[config.mk]
export PLATFORM = sky130hd
export DESIGN_NAME = stopwatch_top
export DESIGN_NICKNAME = d
export VERILOG_FILES = /design/src/verilog/stopwatch_pkg.sv /design/src/verilog/bcd_time_if.sv /design/src/verilog/stopwatch_apb_regs.sv /design/src/verilog/run_state_ctrl.sv /design/src/verilog/bcd_time_counter.sv /design/src/verilog/lap_store.sv /design/src/verilog/stopwatch_top.sv
export SDC_FILE = /design/constraint.sdc
export NUM_CORES = 1
export LEC_CHECK = 0
export ABC_AREA = 1
export BUFFER_PORTS_ARGS = -buffer_cell sky130_fd_sc_hd__buf_2
export CAP_MARGIN = 20
export CORE_MARGIN = 2
export CORE_UTILIZATION = 49
export DETAILED_ROUTE_END_ITERATION = 8
export GPL_ROUTABILITY_DRIVEN = 1
export PLACE_DENSITY = 0.8
export SLEW_MARGIN = 15
export SYNTH_ARGS = -nofsm -noshare
export SYNTH_HDL_FRONTEND = slang
export SYNTH_SLANG_ARGS = --single-unit
[constraint.sdc]
create_clock -name clk -period 1.96 [get_ports clk]
set_input_delay 0.392 -clock clk [delete_from_list [all_inputs] [get_ports clk]]
set_output_delay 0.392 -clock clk [all_outputs]
set_load 0.005 [all_outputs]
[src/verilog/stopwatch_pkg.sv]
`default_nettype none

package stopwatch_pkg;

	////////////////////////////////////////////////////////////////////////////
	// run state and command encodings
	////////////////////////////////////////////////////////////////////////////

	typedef enum logic [1:0]
	{
		ST_IDLE       = 2'd0, // display blanked, counter cleared
		ST_RUNNING    = 2'd1, // counting, display follows
		ST_STOPPED    = 2'd2, // counter holds
		ST_LAP_FREEZE = 2'd3  // counting, display held
	} run_state_e;

	typedef enum logic [1:0]
	{
		CMD_START = 2'd0,
		CMD_STOP  = 2'd1,
		CMD_LAP   = 2'd2, // toggles the display freeze
		CMD_CLEAR = 2'd3  // only honoured when stopped
	} cmd_e;

	////////////////////////////////////////////////////////////////////////////
	// time format
	////////////////////////////////////////////////////////////////////////////

	localparam int BCD_W      = 4;  // bits per digit
	localparam int NUM_DIGITS = 4;  // ss.hh
	localparam int DIGITS_W   = BCD_W * NUM_DIGITS; // packed digit bus

	localparam logic [BCD_W-1:0] BCD_BLANK    = 4'd15; // display off code
	localparam logic [BCD_W-1:0] SEC_TENS_MAX = 4'd5;  // top digit stops at 5
	localparam logic [BCD_W-1:0] DEC_MAX      = 4'd9;

	// hundredth prescaler, kept tiny for simulation
	localparam int TICK_DIV = 4;
	localparam int PRESC_W  = $clog2(TICK_DIV);

	////////////////////////////////////////////////////////////////////////////
	// APB register map
	////////////////////////////////////////////////////////////////////////////

	localparam logic [7:0] ADDR_CTRL   = 8'h00; // wo, command in bits 1:0
	localparam logic [7:0] ADDR_STATUS = 8'h04; // ro, run state
	localparam logic [7:0] ADDR_TIME   = 8'h08; // ro, live digits
	localparam logic [7:0] ADDR_LAP    = 8'h0C; // ro, display digits

endpackage

`default_nettype wire

[src/verilog/bcd_time_if.sv]
`timescale 1ns/1ps
`default_nettype none

interface bcd_time_if;

	// digit 3 = seconds tens ... digit 0 = hundredths units
	logic [stopwatch_pkg::NUM_DIGITS-1:0][stopwatch_pkg::BCD_W-1:0] digits;
	stopwatch_pkg::run_state_e state; // run state seen by this bus
	logic tick; // one-cycle hundredth step strobe
	logic wrap; // step from 59.99 back to 00.00

	// producer side
	modport src (output digits, output state, output tick, output wrap);

	// consumer side
	modport dst (input digits, input state, input tick, input wrap);

endinterface

`default_nettype wire

[src/verilog/stopwatch_apb_regs.sv]
`timescale 1ns/1ps
`default_nettype none

module stopwatch_apb_regs
(
	input  wire logic                 clk,
	input  wire logic                 rst_n,
	input  wire logic                 psel,
	input  wire logic                 penable,
	input  wire logic                 pwrite,
	input  wire logic [7:0]           paddr,
	input  wire logic [31:0]          pwdata,
	output logic [31:0]               prdata,
	output logic                      pready,
	output logic                      pslverr,
	output logic                      cmd_valid, // one-cycle command strobe
	output stopwatch_pkg::cmd_e       cmd,
	input  stopwatch_pkg::run_state_e state,
	bcd_time_if.dst                   live,      // counter digits
	input  wire logic [stopwatch_pkg::DIGITS_W-1:0] lap_digits
);

	logic access; // APB access phase
	logic addr_ctrl;
	logic addr_status;
	logic addr_time;
	logic addr_lap;
	logic addr_known;
	logic ctrl_bad_bits; // junk above the command field
	logic cmd_accept;

	////////////////////////////////////////////////////////////////////////////
	// address decode
	////////////////////////////////////////////////////////////////////////////

	assign access      = psel & penable;
	assign addr_ctrl   = (paddr == stopwatch_pkg::ADDR_CTRL);
	assign addr_status = (paddr == stopwatch_pkg::ADDR_STATUS);
	assign addr_time   = (paddr == stopwatch_pkg::ADDR_TIME);
	assign addr_lap    = (paddr == stopwatch_pkg::ADDR_LAP);
	assign addr_known  = addr_ctrl | addr_status | addr_time | addr_lap;

	assign ctrl_bad_bits = |pwdata[31:2];

	// no wait states
	assign pready = 1'b1;

	// unknown address, write to a ro register, or a malformed command
	assign pslverr = access & (~addr_known
		| (pwrite & ~addr_ctrl)
		| (pwrite & addr_ctrl & ctrl_bad_bits));

	assign cmd_accept = access & pwrite & addr_ctrl & ~ctrl_bad_bits;

	////////////////////////////////////////////////////////////////////////////
	// command pulse, one cycle after the access phase
	////////////////////////////////////////////////////////////////////////////

	always_ff @(posedge clk or negedge rst_n)
	begin
		if (!rst_n)
			cmd_valid <= 1'b0;
		else
			cmd_valid <= cmd_accept; // self-clearing strobe
	end

	// command code only matters while cmd_valid is high
	always_ff @(posedge clk)
	begin
		if (cmd_accept)
			cmd <= stopwatch_pkg::cmd_e'(pwdata[1:0]);
	end

	// read mux, same-cycle data
	always_comb
	begin
		prdata = '0;
		case (paddr)
			stopwatch_pkg::ADDR_STATUS: prdata[1:0] = state;
			stopwatch_pkg::ADDR_TIME:   prdata[stopwatch_pkg::DIGITS_W-1:0] = live.digits;
			stopwatch_pkg::ADDR_LAP:    prdata[stopwatch_pkg::DIGITS_W-1:0] = lap_digits;
			default:                    prdata = '0; // ctrl reads back zero
		endcase
	end

endmodule

`default_nettype wire

[src/verilog/run_state_ctrl.sv]
`timescale 1ns/1ps
`default_nettype none

module run_state_ctrl
(
	input  wire logic           clk,
	input  wire logic           rst_n,
	input  wire logic           cmd_valid,
	input  stopwatch_pkg::cmd_e cmd,
	bcd_time_if.src             ctl // only the state field is driven
);

	stopwatch_pkg::run_state_e state_q;
	stopwatch_pkg::run_state_e state_d;

	////////////////////////////////////////////////////////////////////////////
	// transition table
	////////////////////////////////////////////////////////////////////////////

	always_comb
	begin
		state_d = state_q; // anything unlisted is ignored
		if (cmd_valid)
		begin
			case (state_q)
				stopwatch_pkg::ST_IDLE:
				begin
					if (cmd == stopwatch_pkg::CMD_START)
						state_d = stopwatch_pkg::ST_RUNNING;
				end
				stopwatch_pkg::ST_RUNNING:
				begin
					if (cmd == stopwatch_pkg::CMD_STOP)
						state_d = stopwatch_pkg::ST_STOPPED;
					else if (cmd == stopwatch_pkg::CMD_LAP)
						state_d = stopwatch_pkg::ST_LAP_FREEZE; // freeze display only
				end
				stopwatch_pkg::ST_LAP_FREEZE:
				begin
					if (cmd == stopwatch_pkg::CMD_LAP)
						state_d = stopwatch_pkg::ST_RUNNING; // release lap
					else if (cmd == stopwatch_pkg::CMD_STOP)
						state_d = stopwatch_pkg::ST_STOPPED;
				end
				stopwatch_pkg::ST_STOPPED:
				begin
					if (cmd == stopwatch_pkg::CMD_START)
						state_d = stopwatch_pkg::ST_RUNNING; // resume
					else if (cmd == stopwatch_pkg::CMD_CLEAR)
						state_d = stopwatch_pkg::ST_IDLE;
				end
				default: state_d = stopwatch_pkg::ST_IDLE;
			endcase
		end
	end

	always_ff @(posedge clk or negedge rst_n)
	begin
		if (!rst_n)
			state_q <= stopwatch_pkg::ST_IDLE;
		else
			state_q <= state_d;
	end

	assign ctl.state = state_q;

endmodule

`default_nettype wire

[src/verilog/bcd_time_counter.sv]
`timescale 1ns/1ps
`default_nettype none

module bcd_time_counter
(
	input  wire logic clk,
	input  wire logic rst_n,
	bcd_time_if.dst   ctl, // run state from the controller
	bcd_time_if.src   cnt  // live time out
);

	logic [stopwatch_pkg::PRESC_W-1:0] presc_q; // cycles into current hundredth
	logic [stopwatch_pkg::NUM_DIGITS-1:0][stopwatch_pkg::BCD_W-1:0] digits_q;
	logic [stopwatch_pkg::NUM_DIGITS-1:0][stopwatch_pkg::BCD_W-1:0] digits_inc;
	logic advance;   // running or lap freeze
	logic tick;
	logic carry_out; // every digit was at its limit

	// seconds tens rolls over at 5, all the rest at 9
	function automatic logic [stopwatch_pkg::BCD_W-1:0] digit_limit(input int idx);
		if (idx == stopwatch_pkg::NUM_DIGITS - 1)
			return stopwatch_pkg::SEC_TENS_MAX;
		return stopwatch_pkg::DEC_MAX;
	endfunction

	////////////////////////////////////////////////////////////////////////////
	// prescaler
	////////////////////////////////////////////////////////////////////////////

	// lap freeze keeps counting, only the display stops
	assign advance = (ctl.state == stopwatch_pkg::ST_RUNNING)
		|| (ctl.state == stopwatch_pkg::ST_LAP_FREEZE);

	// last cycle of the hundredth
	assign tick = advance
		&& (presc_q == stopwatch_pkg::PRESC_W'(stopwatch_pkg::TICK_DIV - 1));

	////////////////////////////////////////////////////////////////////////////
	// digit cascade
	////////////////////////////////////////////////////////////////////////////

	always_comb
	begin
		digits_inc = digits_q;
		carry_out  = 1'b1; // the step enters at hundredths units
		for (int i = 0; i < stopwatch_pkg::NUM_DIGITS; i++)
		begin
			if (carry_out)
			begin
				if (digits_q[i] == digit_limit(i))
					digits_inc[i] = '0; // roll over, carry on
				else
				begin
					digits_inc[i] = digits_q[i] + 1'b1;
					carry_out     = 1'b0;
				end
			end
		end
	end

	always_ff @(posedge clk or negedge rst_n)
	begin
		if (!rst_n)
		begin
			presc_q  <= '0;
			digits_q <= '0;
		end
		else
		begin
			case (ctl.state)
				stopwatch_pkg::ST_IDLE:
				begin
					presc_q  <= '0; // next start gets a full first hundredth
					digits_q <= '0;
				end
				stopwatch_pkg::ST_RUNNING, stopwatch_pkg::ST_LAP_FREEZE:
				begin
					presc_q <= tick ? '0 : presc_q + 1'b1;
					if (tick)
						digits_q <= digits_inc;
				end
				default: ; // stopped, hold everything
			endcase
		end
	end

	assign cnt.digits = digits_q;
	assign cnt.tick   = tick;
	assign cnt.wrap   = tick & carry_out; // 59.99 -> 00.00
	assign cnt.state  = ctl.state;        // state the digits belong to

endmodule

`default_nettype wire

[src/verilog/lap_store.sv]
`timescale 1ns/1ps
`default_nettype none

module lap_store
(
	input  wire logic clk,
	input  wire logic rst_n,
	bcd_time_if.dst   cnt, // live counter digits
	bcd_time_if.dst   ctl, // run state
	output logic [stopwatch_pkg::DIGITS_W-1:0] disp_digits
);

	logic [stopwatch_pkg::NUM_DIGITS-1:0][stopwatch_pkg::BCD_W-1:0] disp_q;
	logic [stopwatch_pkg::NUM_DIGITS-1:0][stopwatch_pkg::BCD_W-1:0] disp_d;

	////////////////////////////////////////////////////////////////////////////
	// display select
	////////////////////////////////////////////////////////////////////////////

	always_comb
	begin
		case (ctl.state)
			stopwatch_pkg::ST_RUNNING, stopwatch_pkg::ST_STOPPED:
				disp_d = cnt.digits; // track the counter
			stopwatch_pkg::ST_LAP_FREEZE:
				disp_d = disp_q;     // hold the lap time
			default:
			begin
				// idle, every digit blanked
				for (int i = 0; i < stopwatch_pkg::NUM_DIGITS; i++)
					disp_d[i] = stopwatch_pkg::BCD_BLANK;
			end
		endcase
	end

	// one cycle behind the counter
	always_ff @(posedge clk or negedge rst_n)
	begin
		if (!rst_n)
			disp_q <= '0; // zeros until the first edge, then blank
		else
			disp_q <= disp_d;
	end

	assign disp_digits = disp_q;

endmodule

`default_nettype wire

[src/verilog/stopwatch_top.sv]
`timescale 1ns/1ps
`default_nettype none

module stopwatch_top
(
	input  wire logic        clk,
	input  wire logic        rst_n,
	// APB slave
	input  wire logic        psel,
	input  wire logic        penable,
	input  wire logic        pwrite,
	input  wire logic [7:0]  paddr,
	input  wire logic [31:0] pwdata,
	output logic [31:0]      prdata,
	output logic             pready,
	output logic             pslverr,
	// BCD display, digit 3 in bits 15:12
	output logic [stopwatch_pkg::DIGITS_W-1:0] disp_digits
);

	logic                cmd_valid;
	stopwatch_pkg::cmd_e cmd;

	bcd_time_if cnt_bus (); // counter -> lap store, registers
	bcd_time_if ctl_bus (); // controller -> counter, lap store

	stopwatch_apb_regs u_apb_regs
	(
		.clk        (clk),
		.rst_n      (rst_n),
		.psel       (psel),
		.penable    (penable),
		.pwrite     (pwrite),
		.paddr      (paddr),
		.pwdata     (pwdata),
		.prdata     (prdata),
		.pready     (pready),
		.pslverr    (pslverr),
		.cmd_valid  (cmd_valid),
		.cmd        (cmd),
		.state      (ctl_bus.state),
		.live       (cnt_bus),
		.lap_digits (disp_digits) // lap register reads the display
	);

	run_state_ctrl u_run_state_ctrl
	(
		.clk       (clk),
		.rst_n     (rst_n),
		.cmd_valid (cmd_valid),
		.cmd       (cmd),
		.ctl       (ctl_bus)
	);

	bcd_time_counter u_bcd_time_counter
	(
		.clk   (clk),
		.rst_n (rst_n),
		.ctl   (ctl_bus),
		.cnt   (cnt_bus)
	);

	lap_store u_lap_store
	(
		.clk         (clk),
		.rst_n       (rst_n),
		.cnt         (cnt_bus),
		.ctl         (ctl_bus),
		.disp_digits (disp_digits)
	);

endmodule

`default_nettype wire

# == After elaboration in Yosys (flattened, before gate mapping) ==
# Index checks and enable logic that the tools add are counted.
# word_totals
reg_bits,39
in_bits,45
output_inout_bits,50
word_cells,99
# op_classes
n_addsub,5
n_eq_ne,22
n_mux,30
bitwise_logic,16
reduce_logical,14
# op_table
cell,count
$pmux W16 S2,2
$mux W4,9
$reduce_or A30 Y1,1
$pmux W14 S2,1
$add A4 B1 Y4 const B,4
$eq A8 B4 Y1 const B,2
$mux W16,1
$mux W2,8
$eq A4 B4 Y1 const B,3
$eq A2 B2 Y1 const B,5
$ne A3 B3 Y1 const B,3
$reduce_and A3 Y1,3
$and A1 B1 Y1,8
$eq A8 B3 Y1 const B,1
$logic_not A8 Y1,1
$ne A2 B1 Y1 const B,4
$pmux W2 S4,1
$mux W1,6
$pmux W2 S3,1
$or A1 B1 Y1,5
$reduce_and A5 Y1,1
$eq A2 B1 Y1 const B,2
$eq A4 B4 Y1,1
$logic_not A2 Y1,2
9 further kinds,12

# == Depth between registers and ports, before layout ==
# depth
depth_word,12
mapped_depth,11
ltp_nobuf,11

# == Hierarchy ==
# From an unflattened synthesis, not the netlist that was laid out.
# unflattened
hier_cells,428
hier_area_um2,3089.2
# modules_own_cells
mod,n_inst,cells_per_inst,area_each_um2,seq_area_each_um2
bcd_time_counter,1,141,1197.4,450.4
lap_store,1,103,787.0,400.4
stopwatch_apb_regs,1,129,743.2,85.1
run_state_ctrl,1,55,361.6,50.0

# == Worst setup path before layout ==
# No wires, ideal clock.
# synth_path
path_type,input-to-output
startpoint,in paddr[4]
endpoint,out prdata[10]
t_arrival_ns,1.240
slack_ns,0.328
path_stages,8
n_path_buf,1
path_cell_list,inv_1 > nand2_1 > nor2_1 > inv_1 > nor2_4 > nand2_1 > buf_2 > o22ai_1
# synth_between
elab_chain_len,2
elab_cells_between_ends,3
cone_classes,2 x eq/ne; 1 x mux
# synth_rtl
element,line,text
"start, declared",stopwatch_top.sv:12,"input wire logic [7:0] paddr,"
$eq A8 B4 Y1,stopwatch_apb_regs.sv:78,case (paddr)
$pmux W14 S2 *,stopwatch_apb_regs.sv:78,
"end, declared",stopwatch_top.sv:14,"output logic [31:0] prdata,"
# Mark *: on every way between the ends. The rest lies on a longest branch, timed or not.

# == Final worst setup path ==
# layout_path
startpoint,in paddr[4]
endpoint,out prdata[11]
# Same word-level chain as after synthesis.

==> impl_metrics.sql <==
INSERT INTO impl_metrics (metric_group, metric, value, unit) VALUES
('status', 'outcome', 'finished clean', ''),
('placement', 'place_inst', '447', ''),
('worst_setup_path', 'required', '1.57', 'ns'),
('hold_path', 'hold_path_class', 'in -> async', ''),
('sta', 'setup_violations', '0', ''),
('logic_synthesis', 'syn_inst', '303', ''),
('worst_setup_path', 'worstPathMaxFanout', '14', ''),
('worst_setup_path', 'worstReg2RegStart', 'u_run_state_ctrl.ctl.state[1]', ''),
('power', 'p_leak', '1.536', 'nW'),
('layout', 'syn_to_final_growth', '21.61', '%'),
('power', 'power_switching_share', '22.43', '%'),
('worst_setup_path', 'reg2regPathDepth', '8', ''),
('clocking', 'clkSinkCount', '39', ''),
('die', 'die_width', '75.20', 'um'),
('die', 'die-height', '75.20', 'um'),
('detailed_routing', 'drt-pass1-iter-count', '4', ''),
('power', 'cell_internal_pwr', '1.131', 'mW'),
('die', 'design.portCount', '95', ''),
('sta', 'rsz0062_at_grt', 'false', ''),
('power', 'worst_ir_drop_vdd', '0.3324', 'mV'),
('logic_synthesis', 'synthesized_area_fraction_occupied_by_ao_oa_aoi_and_oai_cells', '16.37', '%'),
('worst_setup_path', 'path_type_of_the_worst_setup_path', 'in -> out', ''),
('global_routing', 'grt_overflow_total', '0', ''),
('layout', 'n_antenna_cell', '0', ''),
('global_routing', 'first_pass_grt_wire_length', '8.873', 'mm'),
('layout', 'most_common_cell_after_layout_fill_and_taps_aside', 'sky130_fd_sc_hd__buf_2', ''),
('logic_synthesis', 'mappedNetlistArea', '2484', 'sq um'),
('placement', 'portBuffers', '77', ''),
('detailed_routing', 'detailedRoute.firstIterationViolations', '114', ''),
('layout', 'stdcell_count', '455', ''),
('layout', 'fillerInstances', '432', ''),
('clocking', 'worst_skew_pair.late_latency', '0.29', 'ns'),
('die', 'core.rowCount', '25', ''),
('logic_synthesis', 'ys_ff_latch', '39', ''),
('logic_synthesis', 'postSynth.asyncResetShare', '94.87', '%'),
('logic_synthesis', 'area_fraction_in_and_or_nand_and_nor_cells_after_synthesis', '20.55', '%'),
('sta', 'maxSlewViolCount', '0', ''),
('detailed_routing', 'vias', '2262', ''),
('logic_synthesis', 'portion_of_netlist_area_occupied_by_mux_cells', '0', '%'),
('detailed_routing', 'routed_wirelength', '5.423', 'mm'),
('global_routing', 'first_global_vias', '2083', ''),
('job', 'timing.max_cap.violations', '0', ''),
('sta', 'period_minus_slack', '1.865', 'ns'),
('worst_setup_path', 'crit_path_end_kind', 'output pin', ''),
('global_routing', 'globalRouteTotalUtil', '20.78', '%'),
('logic_synthesis', 'synthesis_warning_total', '0', ''),
('power', 'post-layout-total-power', '1.458', 'mW'),
('sta', 'hold_viol_final', '0', ''),
('clocking', 'cts_htree_levels', '2', ''),
('clocking', 'ctsHoldBuffers', '0', ''),
('layout', 'most-common-layout-cells', 'sky130_fd_sc_hd__buf_2, sky130_fd_sc_hd__inv_1, sky130_fd_sc_hd__nand2_1', ''),
('global_routing', 'antenna_found_initial', '0', ''),
('clocking', 'cts.root.buffer_cell', 'sky130_fd_sc_hd__clkbuf_8', ''),
('logic_synthesis', 'synth-edff-count', '2', ''),
('placement', 'detailed_place_hpwl', '4.191', 'mm'),
('logic_synthesis', 'synthAdderAreaFrac', '7.557', '%'),
('detailed_routing', 'final_antenna_net_count', '0', ''),
('clocking', 'clk_pin_slew_worst_paths', '0.07', 'ns'),
('logic_synthesis', 'avgSynthCellArea', '8.197', 'sq um'),
('clocking', 'tritoncts_clock_tree', 'yes', ''),
('logic_synthesis', 'largest_family_of_logic_cells_by_synthesized_area', 'simple AND/OR/NAND/NOR gates', ''),
('layout', 'final_layout_size_suffix_gt1_share', '27.32', '%'),
('die', 'initial_utilization', '51.56', '%'),
('logic_synthesis', 'post_synth_num_cell_types', '35', ''),
('sta', 'period_utilization', '95.18', '%'),
('clocking', 'numCtsBuffers', '5', ''),
('detailed_routing', 'detail_route.vias_per_cell', '4.971', ''),
('clocking', 'cts_buffer_depth', '2', ''),
('power', 'power_switching', '0.3271', 'mW'),
('detailed_routing', 'mean_routed_wirelength_per_cell', '11.92', 'um'),
('worst_setup_path', 'start_kind', 'input port', '');
==> sequential cells by signal (all words and copies together) (netlist names) <==
register	flops
u_bcd_time_counter.cnt.digits	16
u_lap_store.disp_digits	16
u_apb_regs.cmd_valid	1
u_run_state_ctrl.ctl.state	2
u_apb_regs.cmd	2
u_bcd_time_counter.presc_q	2
==> worst max path at each step <==
stage	start	endpoint	cells past startpoint
finish	paddr[4]	prdata[11]	10
CTS	paddr[4]	prdata[6]	10
detailed placement	paddr[4]	prdata[6]	10
floorplan	paddr[4]	prdata[10]	8
global route	paddr[5]	prdata[11]	10
global placement	paddr[4]	prdata[15]	10
==> critical path, stage by stage <==
cell and delay [ns]:
sky130_fd_sc_hd__buf_2 0.09, sky130_fd_sc_hd__inv_1 0.05, sky130_fd_sc_hd__nand2_1 0.06, sky130_fd_sc_hd__nor2_2 0.14, sky130_fd_sc_hd__inv_1 0.09, sky130_fd_sc_hd__nor2_4 0.13
sky130_fd_sc_hd__nand2_1 0.10, sky130_fd_sc_hd__buf_12 0.16, sky130_fd_sc_hd__o22ai_1 0.12, sky130_fd_sc_hd__buf_2 0.14
==> power groups by stage <==
stage	clock network, mW	logic (mW)	registers [mW]
2_1_floorplan	0	0.0543	0.826
3_3_place_gp	0	0.0976	0.826
3_5_place_dp	0	0.0995	0.826
4_1_cts	0.576	0.0998	0.810
5_1_grt	0.592	0.116	0.809
6_report	0.548	0.0997	0.810
==> cell usage after synthesis (all sizes together) (2+ instances only) <==
cell	count	area, sq um
inv	53	201.4
nand2	41	166.4
dfrtp	37	925.9
nor2	32	167.7
buf	21	153.9
o21ai	18	93.84
ha	15	187.7
o22ai	15	93.84
a22oi	14	105.1
nand3	14	70.07
a21oi	12	60.06
nand4	8	50.05
nor3	5	36.29
o211ai	4	30.03
xor2	3	26.28
conb	2	7.510
edfxtp	2	60.06
==> what timing repair did <==
| item | CTS | global route |
|---|---|---|
| setup endpoints to repair | 0 | 12 |
| gates resized for setup | 0 | 2 |
| setup buffers | 0 | 1 |
==> per-stage QoR <==
stage,instance area [sq um],utilization [%],setup slack (ns),hold slack [ns]
CTS,3004,62.36,0.04403,0.1408
detailed placement,2917,60.55,0.05346,0.4651
global placement,2917,60.55,0.1000,0.4642
floorplan,2540,-,0.3282,0.09641
global route,3020,62.70,0.01885,0.1793
finish,3020,62.70,0.09454,0.1314
==> cell families after synthesis <==
kind of cell               Yosys count
and+or+nand+nor                    103
buffers and inverters               75
AOI/OAI and AO/OA                   66
DFF                                 39
adders and majority gates           15
xor gates and xnor gates             3
other                                2
==> layout make-up <==
type | instances | area (sq um) | area share (%)
inverter | 53 | 201.4 | 6.669
timing repair buffer | 85 | 457.9 | 15.16
sequential | 39 | 985.9 | 32.64
clock buffer | 6 | 82.58 | 2.734
clock inverter | 1 | 5.005 | 0.1657
multi-input combinational | 204 | 1204 | 39.85
tap | 67 | 83.83 | 2.775
==> layer usage <==
metal | routed length, um | GRT usage [%] | share of wire, %
met4 | 73 | 10.14 | 1.3
met2 | 2599 | 35.58 | 48
met5 | 0 | 0 | 0
met3 | 477 | 4.819 | 8.8
met1 | 2272 | 24.55 | 42
Note: power is estimated with default switching activity, not from simulation.
